### src/hw/mips_ctrl_pkg.sv
package mips_ctrl_pkg;

	typedef logic [31:0] instr_t;
	typedef logic [5:0]  opcode_t;
	typedef logic [5:0]  funct_t;
	typedef logic [4:0]  regsel_t;
	typedef logic [4:0]  alu_op_t;
	typedef logic [1:0]  reg_dst_t;

	// write register select
	localparam reg_dst_t dst_rd = 2'd0;
	localparam reg_dst_t dst_rt = 2'd1;
	localparam reg_dst_t dst_ra = 2'd2; // $31 for links

	localparam opcode_t op_rtype  = 6'b000000;
	localparam opcode_t op_regimm = 6'b000001;
	localparam opcode_t op_j      = 6'b000010;
	localparam opcode_t op_jal    = 6'b000011;
	localparam opcode_t op_beq    = 6'b000100;
	localparam opcode_t op_bne    = 6'b000101;
	localparam opcode_t op_blez   = 6'b000110;
	localparam opcode_t op_bgtz   = 6'b000111;
	localparam opcode_t op_addi   = 6'b001000;
	localparam opcode_t op_addiu  = 6'b001001;
	localparam opcode_t op_slti   = 6'b001010;
	localparam opcode_t op_sltiu  = 6'b001011;
	localparam opcode_t op_andi   = 6'b001100;
	localparam opcode_t op_ori    = 6'b001101;
	localparam opcode_t op_xori   = 6'b001110;
	localparam opcode_t op_lui    = 6'b001111;
	localparam opcode_t op_cop0   = 6'b010000;
	localparam opcode_t op_lb     = 6'b100000;
	localparam opcode_t op_lh     = 6'b100001;
	localparam opcode_t op_lw     = 6'b100011;
	localparam opcode_t op_lbu    = 6'b100100;
	localparam opcode_t op_lhu    = 6'b100101;
	localparam opcode_t op_sb     = 6'b101000;
	localparam opcode_t op_sh     = 6'b101001;
	localparam opcode_t op_sw     = 6'b101011;

	localparam funct_t fn_sll     = 6'b000000;
	localparam funct_t fn_srl     = 6'b000010;
	localparam funct_t fn_sra     = 6'b000011;
	localparam funct_t fn_sllv    = 6'b000100;
	localparam funct_t fn_srlv    = 6'b000110;
	localparam funct_t fn_srav    = 6'b000111;
	localparam funct_t fn_jr      = 6'b001000;
	localparam funct_t fn_jalr    = 6'b001001;
	localparam funct_t fn_syscall = 6'b001100;
	localparam funct_t fn_break   = 6'b001101;
	localparam funct_t fn_mfhi    = 6'b010000;
	localparam funct_t fn_mthi    = 6'b010001;
	localparam funct_t fn_mflo    = 6'b010010;
	localparam funct_t fn_mtlo    = 6'b010011;
	localparam funct_t fn_mult    = 6'b011000;
	localparam funct_t fn_multu   = 6'b011001;
	localparam funct_t fn_div     = 6'b011010;
	localparam funct_t fn_divu    = 6'b011011;
	localparam funct_t fn_add     = 6'b100000;
	localparam funct_t fn_addu    = 6'b100001;
	localparam funct_t fn_sub     = 6'b100010;
	localparam funct_t fn_subu    = 6'b100011;
	localparam funct_t fn_and     = 6'b100100;
	localparam funct_t fn_or      = 6'b100101;
	localparam funct_t fn_xor     = 6'b100110;
	localparam funct_t fn_nor     = 6'b100111;
	localparam funct_t fn_slt     = 6'b101010;
	localparam funct_t fn_sltu    = 6'b101011;

	localparam regsel_t rs_mfc0 = 5'b00000;
	localparam regsel_t rs_mtc0 = 5'b00100;

	localparam instr_t eret_word = 32'h4200_0018;

	// alu_nop has to stay zero, a flushed stage reads as nop
	localparam alu_op_t alu_nop   = 5'd0;
	localparam alu_op_t alu_add   = 5'd1;
	localparam alu_op_t alu_addu  = 5'd2;
	localparam alu_op_t alu_sub   = 5'd3;
	localparam alu_op_t alu_subu  = 5'd4;
	localparam alu_op_t alu_and   = 5'd5;
	localparam alu_op_t alu_or    = 5'd6;
	localparam alu_op_t alu_xor   = 5'd7;
	localparam alu_op_t alu_nor   = 5'd8;
	localparam alu_op_t alu_slt   = 5'd9;
	localparam alu_op_t alu_sltu  = 5'd10;
	localparam alu_op_t alu_sll   = 5'd11;
	localparam alu_op_t alu_srl   = 5'd12;
	localparam alu_op_t alu_sra   = 5'd13;
	localparam alu_op_t alu_lui   = 5'd14;
	localparam alu_op_t alu_sllv  = 5'd15;
	localparam alu_op_t alu_srlv  = 5'd16;
	localparam alu_op_t alu_srav  = 5'd17;
	localparam alu_op_t alu_mult  = 5'd18;
	localparam alu_op_t alu_multu = 5'd19;
	localparam alu_op_t alu_div   = 5'd20;
	localparam alu_op_t alu_divu  = 5'd21;

	// cp0 cause codes, eret is local to this core
	localparam int unsigned exc_none = 0;
	localparam int unsigned exc_sys  = 8;
	localparam int unsigned exc_bp   = 9;
	localparam int unsigned exc_ri   = 10;
	localparam int unsigned exc_eret = 14;

	typedef struct packed {
		reg_dst_t reg_dst;
		logic     alu_imm_sel; // srcb from immediate
		logic     hilo_wen;
	} ex_ctrl_t;

	typedef struct packed {
		logic reg_write_en;
		logic mem_read_en;
		logic mem_write_en;
		logic mem_to_reg;
		logic hilo_to_reg;
		logic cp0_wen;
		logic cp0_to_reg;
		logic ri;
		logic brk;
		logic syscall;
		logic eret;
	} mem_ctrl_t;

endpackage

### src/hw/main_decoder.sv
`timescale 1ns/1ps

module main_decoder
	import mips_ctrl_pkg::*;
(
	input  logic      clk,
	input  logic      rst_n,
	input  instr_t    instr,
	input  logic      stall_e,
	input  logic      stall_m,
	input  logic      flush_e,
	input  logic      flush_m,
	output logic      sign_ext,
	output ex_ctrl_t  ctrl_e,
	output mem_ctrl_t ctrl_e_mem,
	output mem_ctrl_t ctrl_m
);

	opcode_t   opcode;
	regsel_t   rs;
	regsel_t   rt;
	funct_t    funct;
	ex_ctrl_t  ex_d;
	mem_ctrl_t mem_d;

	assign opcode = instr[31:26];
	assign rs     = instr[25:21];
	assign rt     = instr[20:16];
	assign funct  = instr[5:0];

	// andi ori xori lui are zero extended
	assign sign_ext = (opcode[5:2] != 4'b0011);

	always_comb begin
		ex_d  = '0;
		mem_d = '0;
		case (opcode)
			op_rtype: begin
				case (funct)
					fn_add, fn_addu, fn_sub, fn_subu, fn_slt, fn_sltu,
					fn_and, fn_or, fn_xor, fn_nor,
					fn_sll, fn_srl, fn_sra, fn_sllv, fn_srlv, fn_srav: begin
						mem_d.reg_write_en = 1'b1;
					end
					fn_mfhi, fn_mflo: begin
						mem_d.reg_write_en = 1'b1;
						mem_d.hilo_to_reg  = 1'b1;
					end
					fn_mult, fn_multu, fn_div, fn_divu, fn_mthi, fn_mtlo: begin
						ex_d.hilo_wen = 1'b1;
					end
					fn_jr: begin
						// nothing written, target handled in decode
					end
					fn_jalr: begin
						mem_d.reg_write_en = 1'b1;
						ex_d.reg_dst       = dst_ra; // rd field ignored
					end
					fn_syscall: begin
						mem_d.syscall = 1'b1;
					end
					fn_break: begin
						mem_d.brk = 1'b1;
					end
					default: begin
						mem_d.ri = 1'b1;
					end
				endcase
			end

			op_addi, op_addiu, op_slti, op_sltiu,
			op_andi, op_ori, op_xori, op_lui: begin
				mem_d.reg_write_en = 1'b1;
				ex_d.reg_dst       = dst_rt;
				ex_d.alu_imm_sel   = 1'b1;
			end

			op_beq, op_bne, op_blez, op_bgtz: begin
				// compare only
			end

			op_regimm: begin
				case (rt[4:1])
					4'b1000: begin // bltzal bgezal
						mem_d.reg_write_en = 1'b1;
						ex_d.reg_dst       = dst_ra;
					end
					4'b0000: begin // bltz bgez
					end
					default: begin
						mem_d.ri = 1'b1;
					end
				endcase
			end

			op_lb, op_lbu, op_lh, op_lhu, op_lw: begin
				mem_d.reg_write_en = 1'b1;
				mem_d.mem_read_en  = 1'b1;
				mem_d.mem_to_reg   = 1'b1;
				ex_d.reg_dst       = dst_rt;
				ex_d.alu_imm_sel   = 1'b1;
			end

			op_sb, op_sh, op_sw: begin
				mem_d.mem_write_en = 1'b1;
				ex_d.alu_imm_sel   = 1'b1; // address = base + offset
			end

			op_j: begin
			end

			op_jal: begin
				mem_d.reg_write_en = 1'b1;
				ex_d.reg_dst       = dst_ra;
			end

			op_cop0: begin
				case (rs)
					rs_mtc0: begin
						mem_d.cp0_wen = 1'b1;
					end
					rs_mfc0: begin
						mem_d.reg_write_en = 1'b1;
						mem_d.cp0_to_reg   = 1'b1;
						ex_d.reg_dst       = dst_rt;
					end
					default: begin
						// only eret is legal here, and only the exact word
						mem_d.eret = (instr == eret_word);
						mem_d.ri   = (instr != eret_word);
					end
				endcase
			end

			default: begin
				mem_d.ri = 1'b1;
			end
		endcase
	end

	// id/ex
	always_ff @(posedge clk) begin
		if (!rst_n || flush_e) begin
			ctrl_e     <= '0;
			ctrl_e_mem <= '0;
		end else if (!stall_e) begin
			ctrl_e     <= ex_d;
			ctrl_e_mem <= mem_d;
		end
	end

	// ex/mem, loads from execute even when execute holds
	always_ff @(posedge clk) begin
		if (!rst_n || flush_m) begin
			ctrl_m <= '0;
		end else if (!stall_m) begin
			ctrl_m <= ctrl_e_mem;
		end
	end

endmodule

### src/hw/alu_decoder.sv
`timescale 1ns/1ps

module alu_decoder
	import mips_ctrl_pkg::*;
(
	input  logic    clk,
	input  logic    rst_n,
	input  instr_t  instr,
	input  logic    stall_e,
	input  logic    flush_e,
	output alu_op_t alu_op_e
);

	opcode_t opcode;
	funct_t  funct;
	alu_op_t alu_op_d;

	assign opcode = instr[31:26];
	assign funct  = instr[5:0];

	always_comb begin
		alu_op_d = alu_nop;
		case (opcode)
			op_rtype: begin
				case (funct)
					fn_add:   alu_op_d = alu_add;
					fn_addu:  alu_op_d = alu_addu;
					fn_sub:   alu_op_d = alu_sub;
					fn_subu:  alu_op_d = alu_subu;
					fn_and:   alu_op_d = alu_and;
					fn_or:    alu_op_d = alu_or;
					fn_xor:   alu_op_d = alu_xor;
					fn_nor:   alu_op_d = alu_nor;
					fn_slt:   alu_op_d = alu_slt;
					fn_sltu:  alu_op_d = alu_sltu;
					fn_sll:   alu_op_d = alu_sll;
					fn_srl:   alu_op_d = alu_srl;
					fn_sra:   alu_op_d = alu_sra;
					fn_sllv:  alu_op_d = alu_sllv;
					fn_srlv:  alu_op_d = alu_srlv;
					fn_srav:  alu_op_d = alu_srav;
					fn_mult:  alu_op_d = alu_mult;
					fn_multu: alu_op_d = alu_multu;
					fn_div:   alu_op_d = alu_div;
					fn_divu:  alu_op_d = alu_divu;
					default:  alu_op_d = alu_nop; // jumps, hi/lo moves, traps
				endcase
			end

			op_addi:  alu_op_d = alu_add;
			op_addiu: alu_op_d = alu_addu;
			op_slti:  alu_op_d = alu_slt;
			op_sltiu: alu_op_d = alu_sltu;
			op_andi:  alu_op_d = alu_and;
			op_ori:   alu_op_d = alu_or;
			op_xori:  alu_op_d = alu_xor;
			op_lui:   alu_op_d = alu_lui;

			// effective address
			op_lb, op_lbu, op_lh, op_lhu, op_lw,
			op_sb, op_sh, op_sw: begin
				alu_op_d = alu_addu;
			end

			op_beq, op_bne, op_blez, op_bgtz, op_regimm: begin
				alu_op_d = alu_subu;
			end

			default: alu_op_d = alu_nop;
		endcase
	end

	// same hold and bubble rule as the id/ex control register
	always_ff @(posedge clk) begin
		if (!rst_n || flush_e) begin
			alu_op_e <= alu_nop;
		end else if (!stall_e) begin
			alu_op_e <= alu_op_d;
		end
	end

endmodule

### src/hw/exc_encoder.sv
`timescale 1ns/1ps

module exc_encoder
	import mips_ctrl_pkg::*;
#(
	parameter int exc_code_width = 5
) (
	input  mem_ctrl_t                 ctrl_m,
	output logic [exc_code_width-1:0] exc_code,
	output logic                      exc_pending
);

	localparam logic [exc_code_width-1:0] code_none = exc_code_width'(exc_none);
	localparam logic [exc_code_width-1:0] code_ri   = exc_code_width'(exc_ri);
	localparam logic [exc_code_width-1:0] code_sys  = exc_code_width'(exc_sys);
	localparam logic [exc_code_width-1:0] code_bp   = exc_code_width'(exc_bp);
	localparam logic [exc_code_width-1:0] code_eret = exc_code_width'(exc_eret);

	assign exc_pending = ctrl_m.ri | ctrl_m.syscall | ctrl_m.brk | ctrl_m.eret;

	// ri first, eret last
	always_comb begin
		if (ctrl_m.ri) begin
			exc_code = code_ri;
		end else if (ctrl_m.syscall) begin
			exc_code = code_sys;
		end else if (ctrl_m.brk) begin
			exc_code = code_bp;
		end else if (ctrl_m.eret) begin
			exc_code = code_eret;
		end else begin
			exc_code = code_none;
		end
	end

endmodule

### src/hw/ctrl_unit.sv
`timescale 1ns/1ps

module ctrl_unit
	import mips_ctrl_pkg::*;
#(
	parameter int exc_code_width = 5
) (
	input  logic                      clk,
	input  logic                      rst_n,
	input  instr_t                    instr,
	input  logic                      stall_e,
	input  logic                      stall_m,
	input  logic                      flush_e,
	input  logic                      flush_m,
	output logic                      sign_ext,
	output ex_ctrl_t                  ctrl_e,
	output mem_ctrl_t                 ctrl_e_mem,
	output alu_op_t                   alu_op_e,
	output mem_ctrl_t                 ctrl_m,
	output logic [exc_code_width-1:0] exc_code,
	output logic                      exc_pending
);

	main_decoder u_main_dec (
		.clk        (clk),
		.rst_n      (rst_n),
		.instr      (instr),
		.stall_e    (stall_e),
		.stall_m    (stall_m),
		.flush_e    (flush_e),
		.flush_m    (flush_m),
		.sign_ext   (sign_ext),
		.ctrl_e     (ctrl_e),
		.ctrl_e_mem (ctrl_e_mem),
		.ctrl_m     (ctrl_m)
	);

	alu_decoder u_alu_dec (
		.clk      (clk),
		.rst_n    (rst_n),
		.instr    (instr),
		.stall_e  (stall_e),
		.flush_e  (flush_e),
		.alu_op_e (alu_op_e)
	);

	// memory stage flags to cp0
	exc_encoder #(
		.exc_code_width (exc_code_width)
	) u_exc_enc (
		.ctrl_m      (ctrl_m),
		.exc_code    (exc_code),
		.exc_pending (exc_pending)
	);

endmodule

### config.mk
export PLATFORM = sky130hd
export DESIGN_NAME = ctrl_unit
export DESIGN_NICKNAME = d
export VERILOG_FILES = /design/src/hw/mips_ctrl_pkg.sv /design/src/hw/main_decoder.sv /design/src/hw/alu_decoder.sv /design/src/hw/exc_encoder.sv /design/src/hw/ctrl_unit.sv
export SDC_FILE = /design/constraint.sdc
export NUM_CORES = 1
export LEC_CHECK = 0
export BUFFER_PORTS_ARGS = -buffer_cell sky130_fd_sc_hd__buf_4
export CAP_MARGIN = 15
export CORE_AREA = 2 2 66 68
export DETAILED_ROUTE_END_ITERATION = 6
export DIE_AREA = 0 0 68 70
export GPL_TIMING_DRIVEN = 0
export HOLD_SLACK_MARGIN = 0.12
export MAX_ROUTING_LAYER = met4
export PLACE_DENSITY = 0.86
export SYNTH_ARGS = -nofsm -noshare
export SYNTH_HDL_FRONTEND = slang
export SYNTH_SLANG_ARGS = --single-unit
export TNS_END_PERCENT = 30
### constraint.sdc
create_clock -name clk -period 2.4 [get_ports clk]
set_clock_uncertainty 0.1 [all_clocks]
set_input_delay 0.36 -clock clk [delete_from_list [all_inputs] [get_ports clk]]
set_output_delay 0.36 -clock clk [all_outputs]
set_load 0.03 [all_outputs]
Word-level counts from Yosys, hierarchy flattened
Memories as Yosys holds them, arrays and structs flattened.
Cells that the tools add are included.
Widths: inputs -> output; s select.
{"block": "totals", "reg_bits": 29, "romBits": 320, "input_bits": 38, "out_inout_bits": 38, "word_cells": 136, "n_memories": 1}
{"memory": "(name not given)", "depth": 64, "word_bits": 5, "read_ports": 1, "rd_clocked_by_memory_dff": 0, "write_ports": 0, "line": "alu_decoder.sv:25", "source": "case (funct)"}
{"block": "classes", "eq_ne": 56, "muxes": 31, "n_bitwise": 3, "n_reduce_logical": 21}
{"cell": "$eq 6x6->1 const B", "count": 18}
{"cell": "$eq 6x4->1 const B", "count": 12}
{"cell": "$eq 6x5->1 const B", "count": 9}
{"cell": "$pmux 5 s10", "count": 1}
{"cell": "$eq 6x3->1 const B", "count": 7}
{"cell": "$eq 32x31->1 const B", "count": 1}
{"cell": "$ne 32x31->1 const B", "count": 1}
{"cell": "$reduce_or 28->1", "count": 1}
{"cell": "$eq 6x2->1 const B", "count": 4}
{"cell": "$reduce_or 22->1", "count": 1}
{"cell": "$mux 1", "count": 19}
{"cell": "$reduce_or 19->1", "count": 1}
{"cell": "$reduce_or 16->1", "count": 1}
{"cell": "$mux 5", "count": 3}
{"cell": "$reduce_or 14->1", "count": 1}
{"cell": "$reduce_or 13->1", "count": 1}
{"cell": "$logic_not 6->1", "count": 2}
{"cell": "$pmux 2 s5", "count": 1}
{"cell": "$reduce_or 5->1", "count": 2}
{"cell": "$reduce_or 9->1", "count": 1}
{"cell": "$mux 2", "count": 4}
{"cell": "$pmux 1 s4", "count": 2}
{"cell": "$eq 6x1->1 const B", "count": 1}
{"cell": "$reduce_or 2->1", "count": 3}
{"cell": "other kinds (11)", "count": 14}

Depth between registers and ports, before layout
Gate-level depths: netlist of the first run.
{"block": "depth", "depth_word": 4, "mapped_depth": 8, "mapped_depth_nobuf": 7}

Hierarchy
A second synthesis of the first run with hierarchy kept.
{"block": "hier_totals", "hier_cells": 248, "hier_area_um2": 1958.1}
{"mod": "main_decoder", "n_inst": 1, "cells_each": 161, "area_each_um2": 1320.0, "seq_area_each_um2": 480.5}
{"mod": "alu_decoder", "n_inst": 1, "cells_each": 79, "area_each_um2": 585.6, "seq_area_each_um2": 100.1}
{"mod": "exc_encoder", "n_inst": 1, "cells_each": 8, "area_each_um2": 52.6, "seq_area_each_um2": 0.0}

Worst setup path before layout of the first run
OpenSTA, ideal clock, no wires.
{"block": "synth_path", "kind": "input port to flip-flop", "from": "in instr[0]", "to": "reg, netlist name u_main_dec.ctrl_e_mem[3]", "setup_time_ps": 145, "arrival_ps": 1729, "required_ps": 2155, "setup_slack_ps": 426, "path_stages": 8, "n_path_buf": 1, "cell_sequence": "inv_1 > ha_1 > clkbuf_1 > nand4b_1 > nor4_1 > nand3_1 > a2111oi_0 > a221oi_1"}
{"block": "synth_between", "elab_chain_len": 4}
{"item": "start, declared", "line": "ctrl_unit.sv:10", "source": "input instr_t instr,"}
{"item": "$eq 6x4->1 (tied with other cells)", "line": "main_decoder.sv:39", "source": "case (funct)"}
{"item": "$reduce_or 28->1 (no source line)"}
{"item": "$mux 1", "line": "main_decoder.sv:39"}
{"item": "$pmux 1 s4 *", "line": "main_decoder.sv:37", "source": "case (opcode)"}
Every way passes the cells marked *; elsewhere a longest branch is shown, timed or not.
A chain may end at the register's enable or synchronous reset.

Worst setup path in the final report of the first run
{"block": "layout_path", "from": "in instr[1]", "to": "reg, netlist name u_main_dec.ctrl_e_mem[3]"}
{"block": "layout_between", "elab_chain_len": 4}
{"item": "$eq 6x4->1 (tied with other cells)", "line": "main_decoder.sv:39"}
{"item": "$reduce_or 28->1 (no source line)"}
{"item": "$mux 1", "line": "main_decoder.sv:39"}
{"item": "$pmux 1 s4 *", "line": "main_decoder.sv:37"}
Marked as above.

==> impl_metrics.tcl, run 1 <==
set metrics [dict create \
    crit_required_ns 2.43 \
    synth_top_area_share_pct 31.1 \
    fp.dieW_um 68 \
    reg2reg_to "u_alu_dec.alu_op_e[0]$_SDFFE_PP0N_" \
    rows 24 \
    synth_nets 285 \
    grt_max_degree 11 \
    critical_path.cell_chain "buf_4, inv_1, ha_1, nand4b_1, nor4_1, nand3_1, a2111oi_1, a221oi_1" \
    wirelength_um 5270 \
    clock_latency_ns 0.28 \
    pwr_density_cell_mw_per_mm2 430 \
    area_growth_pct 36.6 \
    yosys.area.top_type "dfxtp_1" \
    syn_avg_cell_area_sq_um 7.70 \
    grt_busiest_layer "met2" \
    grt_pass1_wl_um 8560 \
    worstSetupPathDepth 8 \
    netlist_area_sq_mm 0.00186 \
    finalPower_mw 1.09 \
    hold_viol 0 \
    chipHeight_um 70 \
    final_cell_mix "buf_4, nor2_1, dfxtp_1, a21oi_1, clkbuf_1" \
    ff2ff_setup_slack_ns 1.42 \
    drc 0 \
    synth_edf_count 0 \
    dpl.cell_count 365 \
    drv_cap 0 \
    placed_area_sq_mm 0.00246 \
    ys_types 48 \
    slew_headroom_pct 46.0 \
    period_minus_slack_ns 2.15 \
    synthCells 242 \
    use_met2_pct 39.1 \
    port_buffers 71 \
    wl_per_cell_um 14.2 \
    holdBufCountCts 0 \
    tightest_slew_ns 0.803 \
    setup.worst_path.start "instr[1]" \
    ir_drop_v 0.000245 \
    num_vias 2102 \
    design_area_sq_mm 0.00255 \
    crit_family "compound AO/OA/AOI/OAI gates" \
    utilization_pct 61.4 \
    ios 76 \
    met1_usage_pct 26.9 \
    synth_area_leaders "dfxtp_1, nor2_1, a21oi_1" \
    cts_buffers 5 \
    cts_root_buf "clkbuf_8" \
    cts_setup_buffers 0 \
    hpwl_um 4040 \
    cp-start-kind "input port" \
    start_util_pct 45.0 \
    crit_fanout 9 \
    final_cells 372 \
    p_leak_nw 1.06 \
    clkTransAtPathRegs_ns 0.07 \
    setup_tns_ns 0 \
    r2r-start "u_alu_dec.alu_op_e[0]$_SDFFE_PP0N_" \
    dp_slack_ns -0.271 \
    final_common_cell "buf_4" \
    synth_async_sr_flop_share_pct 0 \
    drive_above_1_share_pct 28.1 \
    dieArea_sq_mm 0.00476 \
    yosys_most_used_dff "dfxtp_1" \
    timing.hold.ws_ns 0.295 \
    drv_slew 0 \
    seq_area_frac_synth_pct 31.1 \
    routed_via_density 5.65 \
    yosys_warnings 0 \
    crit_end "u_main_dec.ctrl_e_mem[3]$_SDFFE_PP0N_" \
    critPathKind "input port to flip-flop" \
    min_period_over_period_pct 89.4 \
    r2r_cells 2 \
    min_path_type "input port to flip-flop" \
    cp_num_buf_inv 2 \
    synth-seq-cells 29 \
    cts_num_sinks 29 \
    slowest_delay_ns 0.54 \
    slowest_stage "a2111oi_1" \
    gr-total-overflow 0 \
    n_fill_cell 374 \
    setup_ws_ns 0.254 \
    antenna_left 0 \
    final-setup-viol-count 0 \
    grt_util_met3_pct 5.64 \
    cts_tree "done" \
    grt_antenna_before_repair 0 \
    h-tree-depth 2 \
    place.gp.congestion 0.960 \
    arrival_ns 2.18 \
    fp.coreArea_sq_mm 0.00414 \
    grt_pass1_vias 1956 \
    cts_buffer_depth 2 \
    fmax_mhz 466 \
    rsz0062_at_grt "false" \
    fin_nets 362 \
    end_kind "flip-flop" \
    outcome "finished clean" \
    dr.pass1.iters 4 \
    drtIter0Drc 110 \
    diodes 0 \
    track_usage_pct 23.3 \
]
[area by class of cell]
cell class | count | area, sq um | share of cell area, %
plain buffers | 19 | 91.3 | 3.59
clock buffers | 5 | 68.8 | 2.70
clock inverters | 3 | 17.5 | 0.688
inverters | 10 | 37.5 | 1.47
multi-input cells | 183 | 1150 | 45.3
flip-flops and latches | 29 | 581 | 22.8
well taps | 52 | 65.1 | 2.56
repair buffers | 71 | 533 | 20.9
[worst min-delay path, stage by stage]
cell and delay [ns]:
buf_4 0.08, nor2b_1 0.06, nand2_1 0.06, o21ai_0 0.06
[synth_stat cells (2+ instances only)]
master / number
buf_4: 3
a211oi_1: 3
nor3_1: 10
a221oi_1: 5
o21ai_0: 9
nor4bb_1: 2
and3b_1: 2
nor2_1: 33
a22oi_1: 2
nand3_1: 6
nand4_1: 2
ha_1: 5
nor2b_1: 9
nand2b_1: 5
or4_1: 7
clkbuf_1: 15
dfxtp_1: 29
nand4b_1: 2
nand2_1: 9
a21oi_1: 23
nor3b_1: 3
mux2i_1: 10
o211ai_1: 2
a31oi_1: 4
a2111oi_0: 2
o21bai_1: 3
nor4_1: 7
inv_1: 10
[sequential cells by signal, indices dropped and copies added (netlist names)]
register	cells
u_alu_dec.alu_op_e	5
u_main_dec.ctrl_e	4
u_main_dec.ctrl_e_mem	10
u_main_dec.ctrl_m	10
[metal layers]
| layer | wire length [um] | vias to the layer above |
|---|---|---|
| li1 | - | 1040 |
| met1 | 2170 | 945 |
| met2 | 2520 | 102 |
| met3 | 469 | 15 |
| met4 | 103 | 0 |
| met5 | 0 | - |
[what timing repair did]
action	4_1_cts	5_1_grt
setup endpoints to repair	0	1
endpoints found under the hold margin	0	0
resized for setup	0	1
[power breakdown]
part           internal, mW  total [mW]  switching, mW  leakage, nW
sequential            0.486       0.489        0.00311        0.234
combinational        0.0964       0.219          0.123        0.785
clock                 0.199       0.387          0.187       0.0439
[worst min path at each step]
stage,startpoint,slack [ns],depth (start not counted),endpoint
floorplan,stall_e,0.44,2,u_main_dec.ctrl_e_mem[0]$_SDFFE_PP0N_
global placement,u_alu_dec.alu_op_e[1]$_SDFFE_PP0N_,0.35,2,u_alu_dec.alu_op_e[1]$_SDFFE_PP0N_
detailed placement,u_alu_dec.alu_op_e[1]$_SDFFE_PP0N_,0.36,2,u_alu_dec.alu_op_e[1]$_SDFFE_PP0N_
CTS,flush_e,0.29,4,u_alu_dec.alu_op_e[3]$_SDFFE_PP0N_
global route,flush_e,0.30,4,u_alu_dec.alu_op_e[3]$_SDFFE_PP0N_
finish,flush_e,0.30,4,u_alu_dec.alu_op_e[3]$_SDFFE_PP0N_
[kinds of logic after synthesis]
family                     count (synthesis)  synth area share, %
buffers and inverters                     30                 7.11
and+or+nand+nor                          105                 31.1
adders and majority gates                  5                 3.36
xor gates and xnor gates                   1                0.470
DFF                                       29                 31.1
AOI/OAI and AO/OA                         61                 21.2
muxes                                     10                 5.37
other                                      1                0.201
No activity file was read; power rests on OpenSTA's default activity.
==> inputs of run 2 (changes only) <==
--- a/config.mk
+++ b/config.mk
@@ -12,7 +12,6 @@
 export DIE_AREA = 0 0 68 70
 export GPL_TIMING_DRIVEN = 0
 export HOLD_SLACK_MARGIN = 0.12
-export MAX_ROUTING_LAYER = met4
 export PLACE_DENSITY = 0.86
 export SYNTH_ARGS = -nofsm -noshare
 export SYNTH_HDL_FRONTEND = slang
==> impl_metrics.tcl, run 2 (same netlist as run 1, synthesis figures left out) <==
set metrics [dict create \
    cts_buffer_depth 2 \
    cp-start-kind "input port" \
    final_common_cell "buf_4" \
    rsz0062_at_grt "false" \
    wl_per_cell_um 14.3 \
    gr-total-overflow 0 \
    area_growth_pct 38.4 \
    crit_fanout 8 \
    arrival_ns 2.37 \
    routed_via_density 5.73 \
    fp.dieW_um 68 \
    holdBufCountCts 0 \
    chipHeight_um 70 \
    period_minus_slack_ns 2.34 \
    outcome "finished clean" \
    cts_tree "done" \
    ios 76 \
    drive_above_1_share_pct 27.7 \
    met1_usage_pct 28.6 \
    ir_drop_v 0.000191 \
    final_cell_mix "buf_4, nor2_1, dfxtp_1, a21oi_1, clkbuf_1" \
    num_vias 2139 \
    drc 0 \
    end_kind "flip-flop" \
    min_path_type "input port to flip-flop" \
    track_usage_pct 22.3 \
    critPathKind "input port to flip-flop" \
    final-setup-viol-count 0 \
    fp.coreArea_sq_mm 0.00414 \
    rows 24 \
    cts_setup_buffers 0 \
    wirelength_um 5320 \
    drtIter0Drc 195 \
    crit_required_ns 2.43 \
    min_period_over_period_pct 97.4 \
    antenna_left 0 \
    h-tree-depth 2 \
    clkTransAtPathRegs_ns 0.06 \
    critical_path.cell_chain "buf_4, inv_1, ha_1, clkbuf_1, nand4b_1, nor4_1, nand3_1, a2111oi_1, a221oi_1" \
    grt_busiest_layer "met2" \
    grt_pass1_vias 1830 \
    tightest_slew_ns 0.675 \
    pwr_density_cell_mw_per_mm2 475 \
    grt_max_degree 11 \
    fmax_mhz 428 \
    cts_buffers 5 \
    setup_ws_ns 0.0634 \
    slew_headroom_pct 55.0 \
    top_regs "u_main_dec.ctrl_e_mem: 10 flops, u_main_dec.ctrl_m: 10 flops, u_alu_dec.alu_op_e: 5 flops" \
    dr.pass1.iters 6 \
    drv_slew 0 \
    crit_family "compound AO/OA/AOI/OAI gates" \
    slowest_delay_ns 0.59 \
    diodes 0 \
    cp_num_buf_inv 3 \
    dp_slack_ns -0.204 \
    finalPower_mw 1.23 \
    hpwl_um 4090 \
    grt_pass1_wl_um 8340 \
    cts_root_buf "clkbuf_8" \
    clock_latency_ns 0.28 \
    place.gp.congestion 0.941 \
    n_fill_cell 359 \
    hold_viol 0 \
    port_buffers 71 \
    fin_nets 363 \
    drv_cap 0 \
    start_util_pct 45.0 \
    dieArea_sq_mm 0.00476 \
    utilization_pct 62.3 \
    use_met2_pct 36.6 \
    p_leak_nw 1.08 \
    grt_antenna_before_repair 0 \
    slowest_stage "a2111oi_1" \
    grt_util_met3_pct 4.67 \
    cts_num_sinks 29 \
]
==> run 2: cell types whose count changed in the layout (fill, tap and decap cells not counted) <==
cell	previous run	this run
bufinv_16	0	1
clkbuf_1	14	16
clkbuf_8	5	6
clkinv_2	2	0
clkinvlp_4	1	0
==> run 2: what timing repair did <==
item                       4_1_cts  5_1_grt
hold endpoints to repair         0        0
setup endpoints to repair        0        1
resized for setup                0        1
==> run 2: routing by layer <==
metal,vias up,part of all wire [%]
met3,14,9.2
met4,0,2.0
met2,112,48
met5,-,0
met1,972,41
li1,1041,-
==> run 2: path summary, 6_finish.rpt <==
kind	startpoint	to	slack [ns]	cells past startpoint
setup / recovery	instr[0]	u_main_dec.ctrl_e_mem[3]$_SDFFE_PP0N_	0.06	9
hold / removal	flush_e	u_alu_dec.alu_op_e[3]$_SDFFE_PP0N_	0.29	4
setup reg to reg	u_alu_dec.alu_op_e[0]$_SDFFE_PP0N_	u_alu_dec.alu_op_e[0]$_SDFFE_PP0N_	1.36	2
hold reg to reg	u_main_dec.ctrl_e[2]$_SDFFE_PP0N_	u_main_dec.ctrl_e[2]$_SDFFE_PP0N_	0.38	2
==> run 2: power by group <==
part / internal, mW / switching (mW)
combinational: 0.0964 / 0.125
sequential: 0.486 / 0.00310
clock: 0.338 / 0.178
total: 0.920 / 0.307
==> run 2: worst min-delay path: stages <==
cell	delay, ns
buf_4	0.08
nor2b_1	0.07
nand2_1	0.06
o21ai_0	0.06
==> run 2: per-stage QoR <==
| step | TNS, ns | cell area (sq um) | hold WS (ns) | std cells |
|---|---|---|---|---|
| 2_1_floorplan | 0 | 1860 | 0.444 | 242 |
| 3_3_place_gp | -0.179 | 2460 | 0.351 | 365 |
| 3_5_place_dp | -0.204 | 2460 | 0.366 | 365 |
| 4_1_cts | 0 | 2580 | 0.289 | 373 |
| 5_1_grt | 0 | 2580 | 0.295 | 373 |
| 6_report | 0 | 2580 | 0.291 | 373 |
==> run 2: layout make-up <==
cell class,count,area [sq um],share of cell area (%)
buffer,20,95.1,3.69
tap,52,65.1,2.52
multi-input combinational,183,1150,44.7
sequential,29,581,22.5
clock buffer,7,86.3,3.35
inverter,10,37.5,1.45
timing repair buffer,71,533,20.7
clock inverter,1,30.0,1.16
==> inputs of run 3 (changes only) <==
--- a/config.mk
+++ b/config.mk
@@ -7,13 +7,14 @@
 export LEC_CHECK = 0
 export BUFFER_PORTS_ARGS = -buffer_cell sky130_fd_sc_hd__buf_4
 export CAP_MARGIN = 15
-export CORE_AREA = 2 2 66 68
+export CORE_AREA = 2 2 67 69
 export DETAILED_ROUTE_END_ITERATION = 6
-export DIE_AREA = 0 0 68 70
+export DIE_AREA = 0 0 69 71
 export GPL_TIMING_DRIVEN = 0
 export HOLD_SLACK_MARGIN = 0.12
-export PLACE_DENSITY = 0.86
+export PLACE_DENSITY = 0.83
 export SYNTH_ARGS = -nofsm -noshare
 export SYNTH_HDL_FRONTEND = slang
+export SYNTH_HIERARCHICAL = 1
 export SYNTH_SLANG_ARGS = --single-unit
 export TNS_END_PERCENT = 30
==> constraint.sdc (replaced) <==
create_clock -name clk -period 2.5 [get_ports clk]
set_clock_uncertainty 0.1 [all_clocks]
set_input_delay 0.375 -clock clk [delete_from_list [all_inputs] [get_ports clk]]
set_output_delay 0.375 -clock clk [all_outputs]
set_load 0.03 [all_outputs]
==> impl_metrics.tcl, run 3 <==
set metrics [dict create \
    dr.pass1.iters 5 \
    antenna_left 0 \
    end_kind "flip-flop" \
    cp-start-kind "input port" \
    cts_setup_buffers 0 \
    yosys.area.top_type "dfxtp_1" \
    fmax_mhz 502 \
    cts_root_buf "clkbuf_8" \
    final_cells 381 \
    cts_tree "done" \
    cts_num_sinks 29 \
    cts_buffer_depth 2 \
    grt_pass1_vias 1919 \
    start_util_pct 46.6 \
    min_path_type "input port to flip-flop" \
    outcome "finished clean" \
    synthTopCellsByCount "nor2_1, dfxtp_1, a21oi_1" \
    area_growth_pct 38.1 \
    rsz0062_at_grt "false" \
    synth-seq-cells 29 \
    final_common_cell "buf_4" \
    seq_area_frac_synth_pct 29.6 \
    hold_depth 4 \
    dieArea_sq_mm 0.00490 \
    arrival_ns 2.09 \
    place.gp.congestion 0.849 \
    ff2ff_setup_slack_ns 1.35 \
    wirelength_um 5700 \
    r2r-start "u_main_dec/ctrl_e_mem[3]$_SDFFE_PP0N_" \
    p_leak_nw 1.17 \
    port_buffers 73 \
    pwr-share-seq_pct 36.8 \
    synth_async_sr_flop_share_pct 0 \
    crit_fanout 10 \
    rows 24 \
    drc 0 \
    grt_pass1_wl_um 9150 \
    pwr_density_cell_mw_per_mm2 470 \
    synth_top_area_share_pct 29.6 \
    final_cell_mix "buf_4, nor2_1, dfxtp_1, a21oi_1, nand2_1" \
    chipHeight_um 71 \
    yosys_most_used_dff "dfxtp_1" \
    hold_start "instr[23]" \
    timing.hold.ws_ns 0.341 \
    sw_frac_of_total_pct 24.6 \
    final-setup-viol-count 0 \
    wl_per_cell_um 15.0 \
    synth_area_leaders "dfxtp_1, mux2i_1, nor2_1" \
    setup_tns_ns 0 \
    r2r_cells 5 \
    routed_via_density 5.80 \
    holdPathEnd "u_main_dec/ctrl_e_mem[4]$_SDFFE_PP0N_" \
    drtIter0Drc 256 \
    synth_nets 291 \
    hpwl_um 4210 \
    finalPower_mw 1.27 \
    drv_slew 0 \
    reg2reg_to "u_main_dec/ctrl_e_mem[3]$_SDFFE_PP0N_" \
    clock_latency_ns 0.28 \
    critPathKind "input port to flip-flop" \
    post-synth-top-count-cell "nor2_1" \
    utilization_pct 64.3 \
    switching_power_mw 0.313 \
    period_minus_slack_ns 1.99 \
    fp.coreArea_sq_mm 0.00420 \
    drv_cap 0 \
    ir_drop_v 0.000294 \
    tightest_slew_ns 0.800 \
    synth_edf_count 0 \
    netlist_area_sq_mm 0.00196 \
    internal-power_mw 0.959 \
    num_vias 2210 \
    synthCells 248 \
    holdBufCountCts 0 \
    dpl.cell_count 373 \
    grt_max_degree 19 \
    clkTransAtPathRegs_ns 0.06 \
    cts_buffers 5 \
    track_usage_pct 22.6 \
    p_comb_share_pct 17.6 \
    p_clk_share_pct 45.6 \
    h-tree-depth 2 \
    cts.repair.resized 0 \
    gr-total-overflow 0 \
    grt_antenna_before_repair 0 \
    yosys_warnings 6 \
    ios 76 \
    ys_types 58 \
    crit_required_ns 2.60 \
    syn_avg_cell_area_sq_um 7.90 \
    hold_viol 0 \
    drive_above_1_share_pct 29.2 \
    min_period_over_period_pct 79.8 \
    top_regs "u_main_dec/ctrl_e_mem: 10 flops, u_main_dec/ctrl_m: 10 flops, u_alu_dec/alu_op_e: 5 flops" \
    slew_headroom_pct 46.7 \
    fp.dieW_um 69 \
    fin_nets 371 \
    diodes 0 \
]
## run 3: changes by cell type in the layout (fill, tap and decap cells not counted), moves of 4 or more
cell	before	now
mux2i_1	10	15
nor2b_1	9	5
nor3_1	10	3
nand3_1	6	2
a221oi_1	5	0
o41ai_1	0	4
clkbuf_1	16	6
nand2_1	9	17
## run 3: logic make-up (layout without fill, tap and decap cells)
family / after synthesis / in the layout / share of synthesized area (%)
buffers and inverters: 25 / 106 / 6.13
adders and majority gates: 5 / 5 / 3.19
DFF: 29 / 29 / 29.6
and+or+nand+nor: 108 / 108 / 30.8
xor gates and xnor gates: 1 / 1 / 0.447
muxes: 15 / 15 / 7.67
other: 1 / 1 / 0.192
AOI/OAI and AO/OA: 64 / 64 / 21.9
## run 3: cell type report
| cell class | instances | area, sq um |
|---|---|---|
| tap | 52 | 65.1 |
| inverter | 10 | 37.5 |
| multi-input combinational | 194 | 1260 |
| clock buffer | 5 | 68.8 |
| timing repair buffer | 73 | 548 |
| buffer | 15 | 82.6 |
| fill | 389 | 1500 |
| sequential | 29 | 581 |
| clock inverter | 3 | 65.1 |
## run 3: metal layers
metal / up-vias / part of all wire [%] / GRT usage [%]
li1: 1080 / - / -
met1: 1037 / 42 / 30.2
met2: 81 / 49 / 36.8
met3: 12 / 6.9 / 4.99
met4: 0 / 1.6 / 6.75
met5: - / 0 / 0
## run 3: power by group through the flow
| stage | Combinational (mW) | Clock [mW] | Sequential [mW] |
|---|---|---|---|
| 2_1_floorplan | 0.112 | 0 | 0.484 |
| 3_3_place_gp | 0.213 | 0 | 0.478 |
| 3_5_place_dp | 0.218 | 0 | 0.478 |
| 4_1_cts | 0.221 | 0.581 | 0.468 |
| 5_1_grt | 0.242 | 0.602 | 0.468 |
| 6_report | 0.224 | 0.580 | 0.468 |
## run 3: through the flow
| step | worst slack (ns) | instance area, sq um |
|---|---|---|
| floorplan | 0.685 | 1960 |
| global placement | 0.344 | 2570 |
| detailed placement | 0.271 | 2570 |
| CTS | 0.517 | 2710 |
| global route | 0.380 | 2710 |
| finish | 0.506 | 2710 |
## run 3: how the worst max path moves through the flow
stage               cells after the start                                     end  slack, ns       from
floorplan                               6   u_main_dec/ctrl_e_mem[0]$_SDFFE_PP0N_       0.69  instr[29]
global placement                        7  u_main_dec/ctrl_e_mem[10]$_SDFFE_PP0N_       0.34  instr[29]
detailed placement                      7  u_main_dec/ctrl_e_mem[10]$_SDFFE_PP0N_       0.27  instr[29]
CTS                                     7  u_main_dec/ctrl_e_mem[10]$_SDFFE_PP0N_       0.52  instr[29]
global route                            7  u_main_dec/ctrl_e_mem[10]$_SDFFE_PP0N_       0.38  instr[29]
finish                                  7  u_main_dec/ctrl_e_mem[10]$_SDFFE_PP0N_       0.51  instr[29]
## run 3: worst max-delay path: stages
cell	delay (ns)
buf_4	0.14
buf_6	0.14
nor4_1	0.47
nand3b_1	0.22
o31ai_1	0.42
nor2_1	0.09
a211oi_1	0.24
